===== src/source/cache_types.sv =====
package cache_types;

    //////////////////////////////
    // cache geometry
    //////////////////////////////

    localparam int num_ways    = 4;
    localparam int num_sets    = 16;
    localparam int set_bits    = 4;
    localparam int offset_bits = 3;
    localparam int tag_bits    = 23;
    localparam int line_bits   = 256;
    localparam int line_bytes  = 32;

    //////////////////////////////
    // request and FSM encodings
    //////////////////////////////

    typedef enum logic [1:0] {
        none,
        read,
        write
    } req_t;

    typedef enum logic [2:0] {
        idle,
        compare,
        writemem,
        readmem,
        writeback,
        sramstall
    } process_state_t;

    //////////////////////////////
    // address and storage views
    //////////////////////////////

    typedef struct packed {
        logic [tag_bits-1:0]    tag;
        logic [set_bits-1:0]    set;
        logic [offset_bits-1:0] word_off;
        logic [1:0]             byte_off;
    } cache_addr_t;

    typedef struct packed {
        logic                dirty;
        logic [tag_bits-1:0] tag;
    } tag_entry_t;

    // request as held between decode and process
    typedef struct packed {
        req_t        req;
        cache_addr_t addr;
        logic [31:0] wdata;
        logic [3:0]  wmask;
        logic        queued;
    } stage_t;

    // bit 0 root, bit 1 left pair, bit 2 right pair
    typedef logic [2:0] plru_t;

endpackage


===== src/source/lru_array.sv =====
module lru_array (
    input  logic                             clk,
    input  logic                             rst,
    input  logic                             rd_en,
    input  logic [cache_types::set_bits-1:0] rd_set,
    output cache_types::plru_t               rd_state,
    input  logic                             wr_en,
    input  logic [cache_types::set_bits-1:0] wr_set,
    input  cache_types::plru_t               wr_state
);
    import cache_types::*;

    plru_t mem [num_sets];

    always_ff @(posedge clk) begin
        if (rst) begin
            for (int s = 0; s < num_sets; s++) begin
                mem[s] <= '0;
            end
            rd_state <= '0;
        end else begin
            if (wr_en) begin
                mem[wr_set] <= wr_state;
            end
            // same-set update forwarded to the read
            if (rd_en) begin
                rd_state <= (wr_en && (wr_set == rd_set)) ? wr_state : mem[rd_set];
            end
        end
    end

endmodule


===== config.mk =====
export PLATFORM = sky130hd
export DESIGN_NAME = lru_array
export DESIGN_NICKNAME = d
export VERILOG_FILES = /design/src/source/cache_types.sv /design/src/source/lru_array.sv
export SDC_FILE = /design/constraint.sdc
export NUM_CORES = 1
export LEC_CHECK = 0
export BUFFER_PORTS_ARGS = -buffer_cell sky130_fd_sc_hd__buf_2
export CAP_MARGIN = 20
export CORE_ASPECT_RATIO = 0.7
export CORE_MARGIN = 5
export CORE_UTILIZATION = 40
export CTS_BUF_LIST = sky130_fd_sc_hd__clkbuf_8
export DETAILED_ROUTE_END_ITERATION = 10
export PLACE_DENSITY = 0.65
export SLEW_MARGIN = 30
export SYNTH_ARGS = -nofsm -noshare
export SYNTH_HDL_FRONTEND = slang
export SYNTH_SLANG_ARGS = --single-unit

===== constraint.sdc =====
create_clock -name clk -period 1.9 [get_ports clk]
set_input_delay 0.285 -clock clk [delete_from_list [all_inputs] [get_ports clk]]
set_output_delay 0.285 -clock clk [all_outputs]
set_load 0.02 [all_outputs]

* Yosys cells after proc, flatten, opt, wreduce, memory -nomap -nowiden *
Memory sizes are Yosys's and may differ from the RTL's. A register that Yosys moved wholly into a read port is not among the register bits.
Cells that the tools add are included.

word-level totals
  RAM bits = 48
  flip-flop bits (word level) = 0
  input bits = 15
  memories kept = 1
  logic and storage cells = 10

cells by class
  reduce and logical (&&, ||, !) cells = 1
  muxes and demuxes = 8

memory list
  name  depth  bits a word  read ports  clocked after Yosys merged registers in  wr ports  line             source
  mem   16     3            1           1                                        16        lru_array.sv:13  plru_t mem [num_sets];

operator list
  kind                number
  1-bit 2-to-1 mux    6
  4-bit 2-to-1 mux    1
  3-bit 2-to-1 mux    1
  3-bit OR reduction  1

* Depth between registers and ports, before layout *
  depth after elaboration = 5
  gate-level depth with buffers = 5
  gate-level depth less buffers = 4

* Worst setup path before layout *
Ideal clock, no wire load.

  kind = in2reg
  start point = in rst
  end point = mem mem[0][0] (netlist name) (enable)
  library setup time = 0.294 ns
  cell stages on the path = 4
  setup slack = 0.453 ns
  arrival time = 1.152 ns
  path buffers = 0
  cell sequence = nand2b_1 or3_1 nor3_1 or2_2

RTL lines
  item         line             source
  from (decl)  lru_array.sv:3   input logic rst,
  to (decl)    lru_array.sv:13

==> out/metrics.csv <==
stage,metric,value,unit
status,status,"finished, final reports clean",
global_route,grt.overflow.total,0,
global_route,grt_pass1_wl,8970,microns
placed_design,numPlacedInstances,283,
placed_design,hpwlAfterDp,3952,microns
power_and_ir_drop,power.total,2.299,mW
timing,finalClockSkew,9.033,ps
job,max_cap_violations,0,
clock_tree,post_cts_buffers,0,
power_and_ir_drop,power_density,804.6,nW/um^2
synth,ys.warnings.count,0,
critical_path,start_kind,primary input,
synth,syn_avg_cell_area,13.35,sq um
floorplan,dieArea,8171,sq um
synth,synth_area,2576,sq um
synth,synth_nets,208,
synth,syn_inst,193,
timing,final.setup.tns,0,ps
synth,synth_edf_count,48,
worst_hold_path,hold_class,primary input to flop,
layout,drive_gt1_share,22.54,%
synth,yosysSeqAreaShare,58.28,%
layout,seq_area,1501,sq um
layout,area_growth,10.93,%
global_route,met2_usage,19.97,%
global_route,busiest_layer,met1,
timing,setup_viol,0,
floorplan,dieWidth,105.9,microns
global_route,grt_start_max_net_pins,18,
clock_tree,cts_tree,built,
critical_path,crit_type,primary input to flop,
drt,drt_wl_total,5399,microns
clock_tree,h-tree-depth,2,
synth,synth_commonest_cells,"and2_1, edfxtp_1, or2_2",
synth,synth_area_leaders,"edfxtp_1, and2_1, mux4_1",
placed_design,port_buffers,17,
synth,synth_cell_type_count,24,
floorplan,start_util,41.25,%
clock_tree,root_buffer,clkbuf_8,
timing,rsz0062_at_grt,false,
layout,final_nets,227,
global_route,grtUsageMet3,3.943,%
layout,multi_input_area,1032,sq um
synth,synth_top_area_cell,edfxtp_1,
drt,drt_iter0_markers,75,
clock_tree,clock_path_buffers,2,
drt,drc_errors,0,
drt,wl_per_cell,18.55,microns
clock_tree,ctsHoldBuffers,0,
floorplan,std_cell_rows,24,
drt,routed_via_density,5.278,
global_route,grt.total_usage,14.48,%
critical_path,endpoint_kind,flop,
timing,holdWs,401.5,ps
timing,fin_crit,1447,ps
layout,final_cell_count_no_fill,291,
power_and_ir_drop,vdd_drop_max,389.4,uV
timing,max_freq,0.6913,GHz
global_route,use_met1,22.35,%
timing,slew_viol_final,0,
synth,synth_top_area_share,55.95,%
critical_path,required,2100,ps
critical_path,crit_arrival,1640,ps
clock_tree,cts_made_buffers,5,
global_route,grt_pass1_vias,1582,
synth,async_reset_ff_share,0,%
layout,diodes,0,
timing,hold_violations,0,
synth,ys_ff_latch,51,
timing,fin_crit_sh,76.13,%
floorplan,core,6246,sq um
floorplan,num_io_pins,18,
drt,dr_total_vias,1536,
floorplan,die_h,77.15,microns
timing,worst_pin_slew,434.4,ps
placed_design,globalplace.congestion,0.7981,
clock_tree,clock-sinks,51,
clock_tree,clk_latency,310,ps
layout,postLayoutCoreUtil,45.75,%
power_and_ir_drop,p_leak,1.042,nW
synth,ys.flop_type,edfxtp_1,
clock_tree,ctsResizeCount,0,
drt,first_pass_iters,4,
clock_tree,cts.clk_slew.worst_paths,90,ps
global_route,antenna_found_initial,0,
timing,slew_headroom,70.82,%
critical_path,cp_max_fo,13,
drt,ant_nets,0,
layout,fillCellCount,575,
-- path summary, 6_finish.rpt --
kind	from	end	slack (ps)	depth (start not counted)
worst max-delay path	rd_set[0]	rd_state[2]	450	5
worst min-delay path	rd_en	rd_state[2]	400	4
worst max register to register	mem[8][2]	rd_state[2]	450	4
worst min register to register	rd_state[2]	rd_state[2]	680	3
-- logic make-up after synthesis --
kind of cell / count (synthesis) / synth area share, %
flops: 51 / 58.28
simple gates: 107 / 24.04
mux: 12 / 11.80
buf+inv: 9 / 1.651
xor+xnor: 4 / 1.360
compound gates: 10 / 2.865
-- layer usage --
metal / vias up / part of all wire [%]
li1: 742 / -
met1: 748 / 49
met2: 42 / 45
met3: 4 / 5.5
met4: 0 / 0.89
met5: - / 0
-- stage by stage --
stage | setup slack (ps) | instance area [sq um]
finish | 453.5 | 2858
global route | 333.5 | 2858
CTS | 455.7 | 2858
detailed placement | 125.0 | 2746
global placement | 166.5 | 2746
floorplan | 453.3 | 2576
-- worst max-delay path, cell delays in order --
cell     delay [ps]
buf_2           330
mux4_1          600
a22oi_1         190
and3_1          180
o21ai_1          50
-- area by class of cell --
type | count | share of cell area (%)
clock buffer | 5 | 2.408
clock inverter | 3 | 1.489
multi-input combinational | 133 | 36.12
sequential | 51 | 52.54
tap | 78 | 3.415
timing repair buffer | 21 | 4.028
-- cells in the final DEF, fill, tap and decap left out --
master	synthesis	routed
a21bo_2	1	1
a22oi_1	3	3
a41oi_1	3	3
and2_1	48	48
and3_1	3	3
buf_2	1	17
buf_4	0	4
bufinv_16	0	1
clkbuf_8	0	5
clkinv_1	0	1
dfxtp_1	3	3
edfxtp_1	48	48
inv_6	0	1
mux4_1	9	9
mux4_2	3	3
nand2_1	4	4
nand2b_1	3	3
nand3_1	4	4
nand3b_1	2	2
nor2_1	14	14
nor2b_1	4	4
nor3_1	5	5
nor3b_1	3	3
o21ai_1	3	3
or2_2	16	16
or3_1	1	1
xor2_1	4	4
-- flip-flops by register name (all words and copies together) (netlist names) --
signal and count:
rd_state 3, mem 48
-- where the power goes --
part	total (mW)	switching [mW]	internal, mW
registers	1.31	0.0237	1.29
logic	0.221	0.122	0.0988
clock network	0.764	0.370	0.393
(Power assumes the default switching activity.)
