--- src/source/cache_types.sv ---
package cache_types;

    //////////////////////////////
    // cache geometry
    //////////////////////////////

    localparam int num_ways    = 4;
    localparam int num_sets    = 16;
    localparam int set_bits    = 4;
    localparam int offset_bits = 3;
    localparam int tag_bits    = 23;
    localparam int line_bits   = 256;
    localparam int line_bytes  = 32;

    //////////////////////////////
    // request and FSM encodings
    //////////////////////////////

    typedef enum logic [1:0] {
        none,
        read,
        write
    } req_t;

    typedef enum logic [2:0] {
        idle,
        compare,
        writemem,
        readmem,
        writeback,
        sramstall
    } process_state_t;

    //////////////////////////////
    // address and storage views
    //////////////////////////////

    typedef struct packed {
        logic [tag_bits-1:0]    tag;
        logic [set_bits-1:0]    set;
        logic [offset_bits-1:0] word_off;
        logic [1:0]             byte_off;
    } cache_addr_t;

    typedef struct packed {
        logic                dirty;
        logic [tag_bits-1:0] tag;
    } tag_entry_t;

    // request as held between decode and process
    typedef struct packed {
        req_t        req;
        cache_addr_t addr;
        logic [31:0] wdata;
        logic [3:0]  wmask;
        logic        queued;
    } stage_t;

    // bit 0 root, bit 1 left pair, bit 2 right pair
    typedef logic [2:0] plru_t;

endpackage

--- src/source/cache_tag_array.sv ---
module cache_tag_array (
    input  logic                             clk,
    input  logic                             rst,
    input  logic                             csb,
    input  logic                             web,
    input  logic [cache_types::set_bits-1:0] addr,
    input  cache_types::tag_entry_t          din,
    output cache_types::tag_entry_t          dout,
    output logic                             valid
);
    import cache_types::*;

    tag_entry_t          mem [num_sets];
    logic [num_sets-1:0] valid_bits;

    // tag storage
    always_ff @(posedge clk) begin
        if (!csb) begin
            if (!web) begin
                mem[addr] <= din;
                dout      <= din;
            end else begin
                dout <= mem[addr];
            end
        end
    end

    // valid bits, any write marks the entry valid
    always_ff @(posedge clk) begin
        if (rst) begin
            valid_bits <= '0;
            valid      <= 1'b0;
        end else if (!csb) begin
            if (!web) begin
                valid_bits[addr] <= 1'b1;
                valid            <= 1'b1;
            end else begin
                valid <= valid_bits[addr];
            end
        end
    end

endmodule

--- config.mk ---
export PLATFORM = sky130hd
export DESIGN_NAME = cache_tag_array
export DESIGN_NICKNAME = d
export VERILOG_FILES = /design/src/source/cache_types.sv /design/src/source/cache_tag_array.sv
export SDC_FILE = /design/constraint.sdc
export NUM_CORES = 1
export LEC_CHECK = 0
export BUFFER_PORTS_ARGS = -buffer_cell sky130_fd_sc_hd__buf_2
export CAP_MARGIN = 40
export CORE_MARGIN = 4
export CORE_UTILIZATION = 61
export DETAILED_ROUTE_END_ITERATION = 10
export HOLD_SLACK_MARGIN = 0.08
export PLACE_DENSITY = 0.75
export SETUP_SLACK_MARGIN = 0.15
export SLEW_MARGIN = 30
export SYNTH_ARGS = -nofsm -noshare
export SYNTH_HDL_FRONTEND = slang
export SYNTH_SLANG_ARGS = --single-unit
export TNS_END_PERCENT = 100
--- constraint.sdc ---
create_clock -name clk -period 4.5 [get_ports clk]
set_input_delay 0.675 -clock clk [delete_from_list [all_inputs] [get_ports clk]]
set_output_delay 0.675 -clock clk [all_outputs]
set_load 0.01 [all_outputs]
[Word level (Yosys, flattened, before mapping)]
Memory sizes are Yosys's and may differ from the RTL's. A register that Yosys moved wholly into a read port is not among the register bits.
Index checks and enable logic that the tools add are counted.
Cells by class
  order comparisons: 2
  mux-type cells: 8
  bitwise operators: 3
  reduce and logical (&&, ||, !) cells: 3
Operators by type and width (number)
  16-bit OR: 1
  1-bit 2-to-1 mux: 6
  4-bit by 5-bit < comparator with 1-bit output (second input constant): 1
  1-bit binary-select mux with 4-bit select: 1
  1-bit demux with 4-bit select: 1
  4-bit by 1-bit >= comparator with 1-bit output (second input constant): 1
  1-bit inverter: 2
  2-bit AND reduction: 1
  1-bit logical AND: 1
  1-bit logical NOT: 1
Word-level totals
  flip-flop bits (word level): 17
  bits in writable memories: 384
  bits of input ports: 32
  output and inout bits: 25
  word-level logic and storage cells: 19
  memories: 1
Memories
  mem: depth 16, width 24, rd ports 1, clocked after memory_dff 1, write ports 1, RTL line cache_tag_array.sv:13  | tag_entry_t mem [num_sets];

[Longest topological paths before layout]
  depth after elaboration: 5
  gate-level depth with buffers: 8
  gate-level depth less buffers: 4

[Worst setup path before layout]
OpenSTA, ideal clock, no wires.
  path type: in2reg
  start: input addr[0] in the netlist's numbering
  end: memory mem[14][0] in the netlist's numbering (enable)
  setup time: 0.438 ns
  arrival: 3.046 ns
  data required time: 4.062 ns
  slack: 1.016 ns
  stages: 5
  path buffers: 3
  path through: buf_6 -> buf_12 -> buf_12 -> nand2b_1 -> nor3_1
RTL lines
  from (decl): RTL line cache_tag_array.sv:6  | input logic [cache_types::set_bits-1:0] addr,
  to (decl): RTL line cache_tag_array.sv:13
Straight into the memory's write port.

[Final worst setup path]
  start: input addr[3] in the netlist's numbering
  end: memory mem[8][1] in the netlist's numbering (enable)
Straight into the memory's write port.

==> reports/metrics.cfg <==
[outcome]
outcome = finished clean

[clocking]
clk_latency_ns = 0.53
cts_resized = 0
cts_tree = done
numCtsBuffers = 41
cts_buffer_depth = 3
cts_hold_buffers = 0
cts.clk_slew.worst_paths_ns = 0.06
cts-root-buf = clkbuf_16
clkSinkCount = 425
htreeDepth = 2
cts_setup_buffers = 0

[placement]
dpl-instance-area_mm2 = 0.0172
place_hpwl_mm = 19.5
place_inst = 1275
globalplace.congestion = 0.749
place.port_buffers = 56

[floorplanning]
fp.dieW_um = 173
core_mm2 = 0.0269
die_y_um = 173
ios = 57
start_util = 0.617
rows = 60
fp.dieArea_mm2 = 0.0299

[worst_setup_path]
critPathArrivalTime_ns = 2.75
worstSetupPathType = primary input to flop
end_kind = flop
path_cells = buf_4 > or4b_4 > nor3_4 > buf_12
critPathMaxStageDelay_ns = 0.62
cp_max_fo = 53
slowest_stage = or4b_4
start_kind = primary input
cp.required_ns = 4.72

[sta]
hold_viol_final = 0
hold_ws_ns = 0.472
tightest_slew_ns = 0.864
relSlewSlack = 0.422
grt_setup_unrepaired = false
fin_crit_ns = 2.53
fin_skew_ns = 0.0169
period_share = 0.563
drv_slew = 0
fmax_mhz = 395
finalSetupTns_ns = 0
setup_viol = 0

[logic_synthesis]
syn_nets = 935
yosys.area.top_type_share = 0.739
synth_cell_types = 39
synth_area_mm2 = 0.0166
synth_flop_cell = edfxtp_1
yosysSeqAreaShare = 0.760
synth_top_area_cell = edfxtp_1
ys_ff_latch = 425
postSynthCellCount = 903
synth_warnings = 0
async_flop_share = 0
avgSynthCellArea_um2 = 18.4
yosys-top-cells-area = edfxtp_1, mux2i_1, mux4_2, dfxtp_1, nor2_1
synth-edff-count = 408

[power]
ir_worst_vdd_v = 0.000322
power_mw = 8.33
p_leak_nw = 6.43
powerDensity_mw_per_mm2 = 445

[layout]
fill_cells = 1626
final_common_cell = edfxtp_1
postLayoutCellArea_mm2 = 0.0187
final_cell_mix = edfxtp_1, mux2i_1, nor2_1
antenna_cells = 0
drive_above_1_share = 0.206
nets = 1013
layout.cells.non_filler = 1355
area_growth_pct = 12.8

[drt]
vias = 8686
totalWireLength_mm = 34.6
routed_via_density = 6.41
drtIter0Drc = 1278
wl_per_cell_um = 25.5
dr.pass1.iters = 5
drc = 0
ant_nets = 0

[grt]
overflow = 0
grt.total_usage = 0.230
grt_pass1_wl_mm = 52.5
first_global_vias = 8793
grt_max_degree = 69
antenna_found_initial = 0

[worst_hold_path]
worstHoldPathType = flop to flop

[flow_run]
drv_cap = 0

==> cell families (layout without fill, tap and decap cells) <==
| family | count (synthesis) | count (layout) | share of synthesized area |
|---|---|---|---|
| flops | 425 | 425 | 0.760 |
| compound gates | 116 | 116 | 0.0472 |
| simple gates | 132 | 132 | 0.0387 |
| buf+inv | 56 | 167 | 0.0297 |
| mux | 174 | 174 | 0.125 |
==> routing by layer <==
layer | vias up | GRT usage | part of all wire
met5 | - | 0 | 0
met4 | 0 | 0.0668 | 0.024
met3 | 77 | 0.0435 | 0.091
met2 | 436 | 0.365 | 0.48
met1 | 4395 | 0.334 | 0.40
li1 | 3778 | - | -
==> report_power, final <==
part	internal [mW]	switching (mW)	leakage [nW]
sequential	4.40	0.0192	3.83
clock	2.10	1.39	0.680
combinational	0.151	0.271	1.92
total	6.65	1.67	6.43
==> synth_stat cells, types with 11 or more instances <==
| cell type | instances |
|---|---|
| a221oi_1 | 17 |
| o22ai_1 | 48 |
| buf_6 | 11 |
| mux2i_1 | 148 |
| a31oi_1 | 24 |
| o21ai_1 | 16 |
| mux4_2 | 26 |
| clkbuf_1 | 11 |
| nor2_1 | 89 |
| dfxtp_1 | 17 |
| edfxtp_1 | 408 |
==> registers in the layout, indices dropped and copies added (netlist names) <==
name        flops
mem           384
dout           24
valid_bits     16
valid           1
==> final cells by class <==
cell class	count	area, um^2	share of cell area
clock inverters	20	239	0.0128
well taps	341	427	0.0228
clock buffers	56	1150	0.0617
flip-flops and latches	425	12600	0.673
multi-input cells	422	3580	0.192
repair buffers	89	699	0.0374
inverters	2	7.51	0.000401
==> worst max-delay path, delay by kind of cell <==
family | cells | cell delay (ns)
buf+inv | 2 | 0.85
simple gates | 2 | 1.15
==> final timing paths <==
kind | startpoint | end | slack (ns) | cells past startpoint
worst min-delay path | valid$_SDFFE_PP0N_ | valid$_SDFFE_PP0N_ | 0.47 | 2
worst min register to register | valid$_SDFFE_PP0N_ | valid$_SDFFE_PP0N_ | 0.47 | 2
worst max register to register | mem[13][4]$_DFFE_PP_ | dout[4]$_DFFE_PN_ | 2.99 | 4
worst max-delay path | addr[3] | mem[8][1]$_DFFE_PP_ | 1.97 | 4
==> stage by stage <==
stage | utilization | worst slack [ns]
after floorplan | - | 1.02
after global placement | 0.637 | 1.33
after detailed placement | 0.641 | 1.30
after CTS | 0.693 | 1.84
after global routing | 0.696 | 1.87
final | 0.696 | 1.97
No activity file was read; power rests on OpenSTA's default activity.
