### config.mk
export PLATFORM = sky130hd
export DESIGN_NAME = cache_data_array
export DESIGN_NICKNAME = d
export VERILOG_FILES = /design/src/source/cache_types.sv /design/src/source/cache_data_array.sv
export SDC_FILE = /design/constraint.sdc
export NUM_CORES = 2
export LEC_CHECK = 0
export BUFFER_PORTS_ARGS = -buffer_cell sky130_fd_sc_hd__buf_2
export CORE_ASPECT_RATIO = 2
export CORE_MARGIN = 3
export CORE_UTILIZATION = 62
export DETAILED_ROUTE_END_ITERATION = 12
export GPL_ROUTABILITY_DRIVEN = 0
export PLACE_DENSITY = 0.81
export SYNTH_ARGS = -nofsm -noshare
export SYNTH_HDL_FRONTEND = slang
export SYNTH_SLANG_ARGS = --single-unit
### constraint.sdc
create_clock -name clk -period 30 [get_ports clk]
set_input_delay 6 -clock clk [delete_from_list [all_inputs] [get_ports clk]]
set_output_delay 6 -clock clk [all_outputs]
set_load 0.02 [all_outputs]
### src/source/cache_types.sv
package cache_types;

    //////////////////////////////
    // cache geometry
    //////////////////////////////

    localparam int num_ways    = 4;
    localparam int num_sets    = 16;
    localparam int set_bits    = 4;
    localparam int offset_bits = 3;
    localparam int tag_bits    = 23;
    localparam int line_bits   = 256;
    localparam int line_bytes  = 32;

    //////////////////////////////
    // request and FSM encodings
    //////////////////////////////

    typedef enum logic [1:0] {
        none,
        read,
        write
    } req_t;

    typedef enum logic [2:0] {
        idle,
        compare,
        writemem,
        readmem,
        writeback,
        sramstall
    } process_state_t;

    //////////////////////////////
    // address and storage views
    //////////////////////////////

    typedef struct packed {
        logic [tag_bits-1:0]    tag;
        logic [set_bits-1:0]    set;
        logic [offset_bits-1:0] word_off;
        logic [1:0]             byte_off;
    } cache_addr_t;

    typedef struct packed {
        logic                dirty;
        logic [tag_bits-1:0] tag;
    } tag_entry_t;

    // request as held between decode and process
    typedef struct packed {
        req_t        req;
        cache_addr_t addr;
        logic [31:0] wdata;
        logic [3:0]  wmask;
        logic        queued;
    } stage_t;

    // bit 0 root, bit 1 left pair, bit 2 right pair
    typedef logic [2:0] plru_t;

endpackage

### src/source/cache_data_array.sv
module cache_data_array (
    input  logic                               clk,
    input  logic                               csb,
    input  logic                               web,
    input  logic [cache_types::line_bytes-1:0] wmask,
    input  logic [cache_types::set_bits-1:0]   addr,
    input  logic [cache_types::line_bits-1:0]  din,
    output logic [cache_types::line_bits-1:0]  dout
);
    import cache_types::*;

    logic [line_bits-1:0] mem [num_sets];
    logic [line_bits-1:0] merged;

    // masked bytes from din, rest from the stored line
    always_comb begin
        merged = mem[addr];
        for (int b = 0; b < line_bytes; b++) begin
            if (wmask[b]) merged[8*b +: 8] = din[8*b +: 8];
        end
    end

    // active low select and write enable
    always_ff @(posedge clk) begin
        if (!csb) begin
            if (!web) begin
                mem[addr] <= merged;
                // written line shows up on the read port
                dout      <= merged;
            end else begin
                dout <= mem[addr];
            end
        end
    end

endmodule

; ---- Yosys cells after proc, flatten, opt, wreduce, memory -nomap -nowiden
; Memory sizes are Yosys's and may differ from the RTL's.
; Index checks and enable logic that the tools add are counted.
[word_totals]
reg_bits = 256
mem_bits_rw = 4096
input_bits = 295
output_inout_bits = 256
word_cells = 38
n_memories = 1
[classes]
n_mux = 36
[mem_list]
columns = memory, depth, word_bits, rd, rd_ports_with_merged_regs, write_ports, line
row1 = mem, 16, 256, 1, 0, 1, cache_data_array.sv:12  ; logic [line_bits-1:0] mem [num_sets];
[op_table]
columns = op, count
row1 = $mux W256, 1
row2 = $mux W8, 32
row3 = $mux W1, 3

; ---- Logic depth before layout (Yosys ltp)
[depth]
depth_word = 3
mapped_depth = 7
depth_no_buf = 3

; ---- Worst setup path after synthesis
; Ideal clock, no wire load.
[synth_timing]
path_kind = input port to flip-flop
startpoint = input addr[1] (netlist name)
endpoint = memory mem[0][0], enable pin
setup_ns = 1.188
arrival_ns = 24.138
required_ns = 28.812
path_slack_ns = 4.674
stages = 6
n_path_buf = 3
path_cell_list = buf_4 > or2_2 > buf_2 > clkbuf_1 > nand2b_1 > nor3_1
[synth_lines]
columns = item, line
row1 = from (decl), cache_data_array.sv:6  ; input logic [cache_types::set_bits-1:0] addr,
row2 = to (decl), cache_data_array.sv:12
; No word-level cell before the write port.

; ---- Worst setup path in the final report
[layout_timing]
startpoint = input addr[2] (netlist name)
endpoint = memory mem[3][164], data pin
[layout_between]
elab_chain_cells = 2
[layout_lines]
columns = item, line
row1 = $mem_v2 Z16 W256, --
row2 = $mux W8, cache_data_array.sv:19  ; if (wmask[b]) merged[8*b +: 8] = din[8*b +: 8];
row3 = net merged[164], cache_data_array.sv:13  ; logic [line_bits-1:0] merged;
; The timed path passes the listed nets, and every way through them passes these cells.

==> out/summary.txt <==
LAYOUT
-----------------------------------------------------------------------------------------------
Post-layout instance count excluding filler cells                                         12193
FF+latch area                                                                        131000 um2
Layout area overhead                                                                      11.6%
Final net count                                                                            8633
Multi-input gate area in the final layout                                             34700 um2
Share of layout cells above drive strength 1                                              29.1%
Fill cell count                                                                           15015
Final design area excluding fillers                                                  187000 um2
Post-layout utilization of the core                                                       69.7%

CLOCKING
-----------------------------------------------------------------------------------------------
TritonCTS Sinks                                                                            4352
Clock input transition at the sequential cells of the worst setup and hold paths        0.07 ns
Post-CTS Hold Buffers                                                                         0
Resized Gates After CTS                                                                       0
Setup Buffers After CTS                                                                       0
CTS Buf Count                                                                               352
Clock Root Buffer                                                                     clkbuf_16
Number of levels the H-tree was split into                                                    5
TritonCTS clock tree                                                                      built
Maximum root-to-sink buffer count                                                             4
Latest clock arrival within the worst-skew pair                                         0.94 ns

YOSYS
-----------------------------------------------------------------------------------------------
Flip-flop and latch count after synthesis                                                  4352
Summed instance area of the synthesized netlist                                      168000 um2
Post-synth EDFFs                                                                           4352
Async S/R FF share, synth                                                                    0%
Mean instance size in the synthesized netlist                                          22.2 um2
Cell types with the largest area share after synthesis                             edfxtp_1, mux4_2, a221oi_1, mux2i_1, nor2_1
Synth Instances                                                                            7554
Proportion of netlist area held by the largest area contributor                           77.9%
Share of synthesized area occupied by flip-flops and latches                              77.9%
Post-synthesis net count                                                                   7849
Dominant synthesized flop cell                                                         edfxtp_1
Number of synthesis warnings                                                                  0
Commonest cells post-synth                                                         edfxtp_1, mux4_2, nor2_1
Unique masters post-synth                                                                    21
Cell type contributing the most total cell area after synthesis                        edfxtp_1
Cell with the most instances after synthesis                                           edfxtp_1

GLOBAL ROUTE
-----------------------------------------------------------------------------------------------
Via count of the first global-routing pass                                                90701
Number of antenna violations at the first check in global routing                            80
Pin count of the biggest net entering global routing                                        136
GRT overflow                                                                                  0
Global-route total usage across every layer                                               31.3%
Global-route wire length before repair                                                   627 mm

TIMING
-----------------------------------------------------------------------------------------------
Post-Route Setup TNS                                                                       0 ns
Remaining max-slew budget at the tightest pin                                             6.31%
Final Skew                                                                            0.0667 ns
Final count of negative-setup-slack endpoints                                                 0
Final worst slack                                                                      17.98 ns
Worst Tran Pin Value                                                                    1.40 ns
Time the final worst path needs with I/O delays and setup                              12.02 ns
Hold Vio Cnt, Final                                                                           0
Post-route fraction of the period consumed by the critical path                           40.1%
Unrepaired setup endpoints after global routing                                              no
Number of max-slew violations in the final report                                             0
Achievable Freq                                                                      0.0832 GHz

MIN PATH
-----------------------------------------------------------------------------------------------
Number of cells traversed by the worst hold path                                              3
Class of the most critical hold timing path                                        flop to flop
Hold Path End                                                                         dout[240]
Origin of the worst min-delay path                                                  mem[9][240]

DRT
-----------------------------------------------------------------------------------------------
Drt wl/cell                                                                             35.5 um
DRC                                                                                           0
Iteration-0 DRC count of the detailed router                                              12021
Total wire length                                                                        433 mm
Antenna Violating Nets Remaining                                                              0
Number of optimization iterations in the first detailed-route pass                            6
Vias post-DR                                                                              87348
Via density per instance                                                                   7.16

DIE
-----------------------------------------------------------------------------------------------
Starting density of the core                                                              62.4%
Number of I/O pins                                                                          551
Die Ht                                                                                   742 um
Die span in x                                                                            374 um
Number of cell rows                                                                         269
Area inside the core boundary                                                        269000 um2
Floorplan die area                                                                   277000 um2

WORST SETUP PATH
-----------------------------------------------------------------------------------------------
Critical Path Fanout Max                                                                     94
Setup crit start kind                                                              primary input
Arrival time at the worst endpoint                                                     12.61 ns
Critical register-to-register path startpoint                                       mem[10][62]
Endpoint kind of the worst setup timing path                                               flop
Cells on worst reg2reg path                                                                   4
Required time reported for the critical path endpoint                                  30.59 ns
Path type of the worst setup path                                                  primary input to flop
Setup slack, reg-to-reg                                                                27.79 ns
Endpoint of the worst register-to-register path                                      mem[7][62]

FLOW RUN
-----------------------------------------------------------------------------------------------
Maxcap violations                                                                             0

PLACED DESIGN
-----------------------------------------------------------------------------------------------
Instance area after placement                                                        175000 um2
Final HPWL DP                                                                            222 mm
IO Port Bufs                                                                                550
Cell total after placement                                                                11493
Worst-case setup slack after placement                                                 16.26 ns

STATUS
-----------------------------------------------------------------------------------------------
Run status                                                                            completed

POWER
-----------------------------------------------------------------------------------------------
IR drop worst, VDD                                                                    0.0636 mV
Static Leakage                                                                          59.4 nW
Power Dens Cells                                                                    66.3 nW/um2

[layer usage]
metal  GRT usage [%]  part of all wire, %  vias to the layer above
met5               0                 0.12                        -
met4            11.9                  4.2                       74
met3            8.30                   13                     1346
met2            51.1                   50                     6934
met1            41.0                   33                    45022
li1                -                    -                    33972
[per-stage QoR]
step | power (mW) | hold WS, ns
global placement | 7.78 | 0.981
finish | 12.4 | 1.01
detailed placement | 7.83 | 0.995
global route | 12.7 | 1.05
CTS | 12.4 | 1.01
floorplan | 7.55 | 0.936
[critical path, cell delays in order]
cell and delay [ns]:
buf_12 0.50, buf_4 0.74, buf_4 0.72, buf_12 0.56
buf_4 0.83, buf_4 0.78, buf_4 0.79, mux4_2 0.37
o22ai_1 0.12, a221oi_2 0.81
[layout by cell type, fill, tap and decap left out, types with 35 or more instances in the layout]
cell	Yosys	routed
clkbuf_16	0	359
bufinv_16	0	41
diode_2	0	50
clkbuf_1	153	54
a221oi_1	512	477
clkinv_2	0	60
nand2b_1	37	36
buf_4	38	333
o22ai_1	256	256
mux2i_1	256	256
clkinv_1	0	70
nor2_1	525	513
edfxtp_1	4352	4352
a221oi_2	0	35
buf_2	128	555
mux4_2	1024	1024
[where the power goes]
part	total [mW]	switching, mW	internal [mW]
logic	0.820	0.533	0.287
clock network	4.70	2.14	2.56
registers	6.90	0.0337	6.86
[kinds of logic (layout without fill, tap and decap cells)]
family	count (synthesis)	after routing	share of synthesized area [%]
compound gates	768	768	3.63
buf+inv	520	1586	1.65
flops	4352	4352	77.9
mux	1280	1280	15.3
other cells	0	50	0
simple gates	634	634	1.58
[cell type report]
class / instances / share of cell area [%]
Timing Repair Buffer: 917 / 3.09
Sequential cell: 4352 / 69.8
Clock inverter: 223 / 1.24
Tap cell: 3523 / 2.35
Clock buffer: 413 / 4.90
Inverter: 33 / 0.0701
Multi-Input combinational cell: 2682 / 18.5
Antenna cell: 50 / 0.0668
[how the worst max path moves through the flow]
stage | endpoint | cells after the start | startpoint | slack [ns]
2_1_floorplan | mem[0][0] | 6 | addr[1] | 4.67
5_1_grt | mem[5][164] | 10 | addr[2] | 17.13
3_5_place_dp | mem[3][164] | 10 | addr[2] | 16.26
4_1_cts | mem[3][164] | 10 | addr[2] | 17.26
6_report | mem[3][164] | 10 | addr[2] | 17.98
3_3_place_gp | mem[11][164] | 10 | addr[2] | 16.62
[flip-flops by register name, summed over array words and instances, names as in the netlist]
register,cells
dout,256
mem,4096
Power figures use the tool's default switching activity.
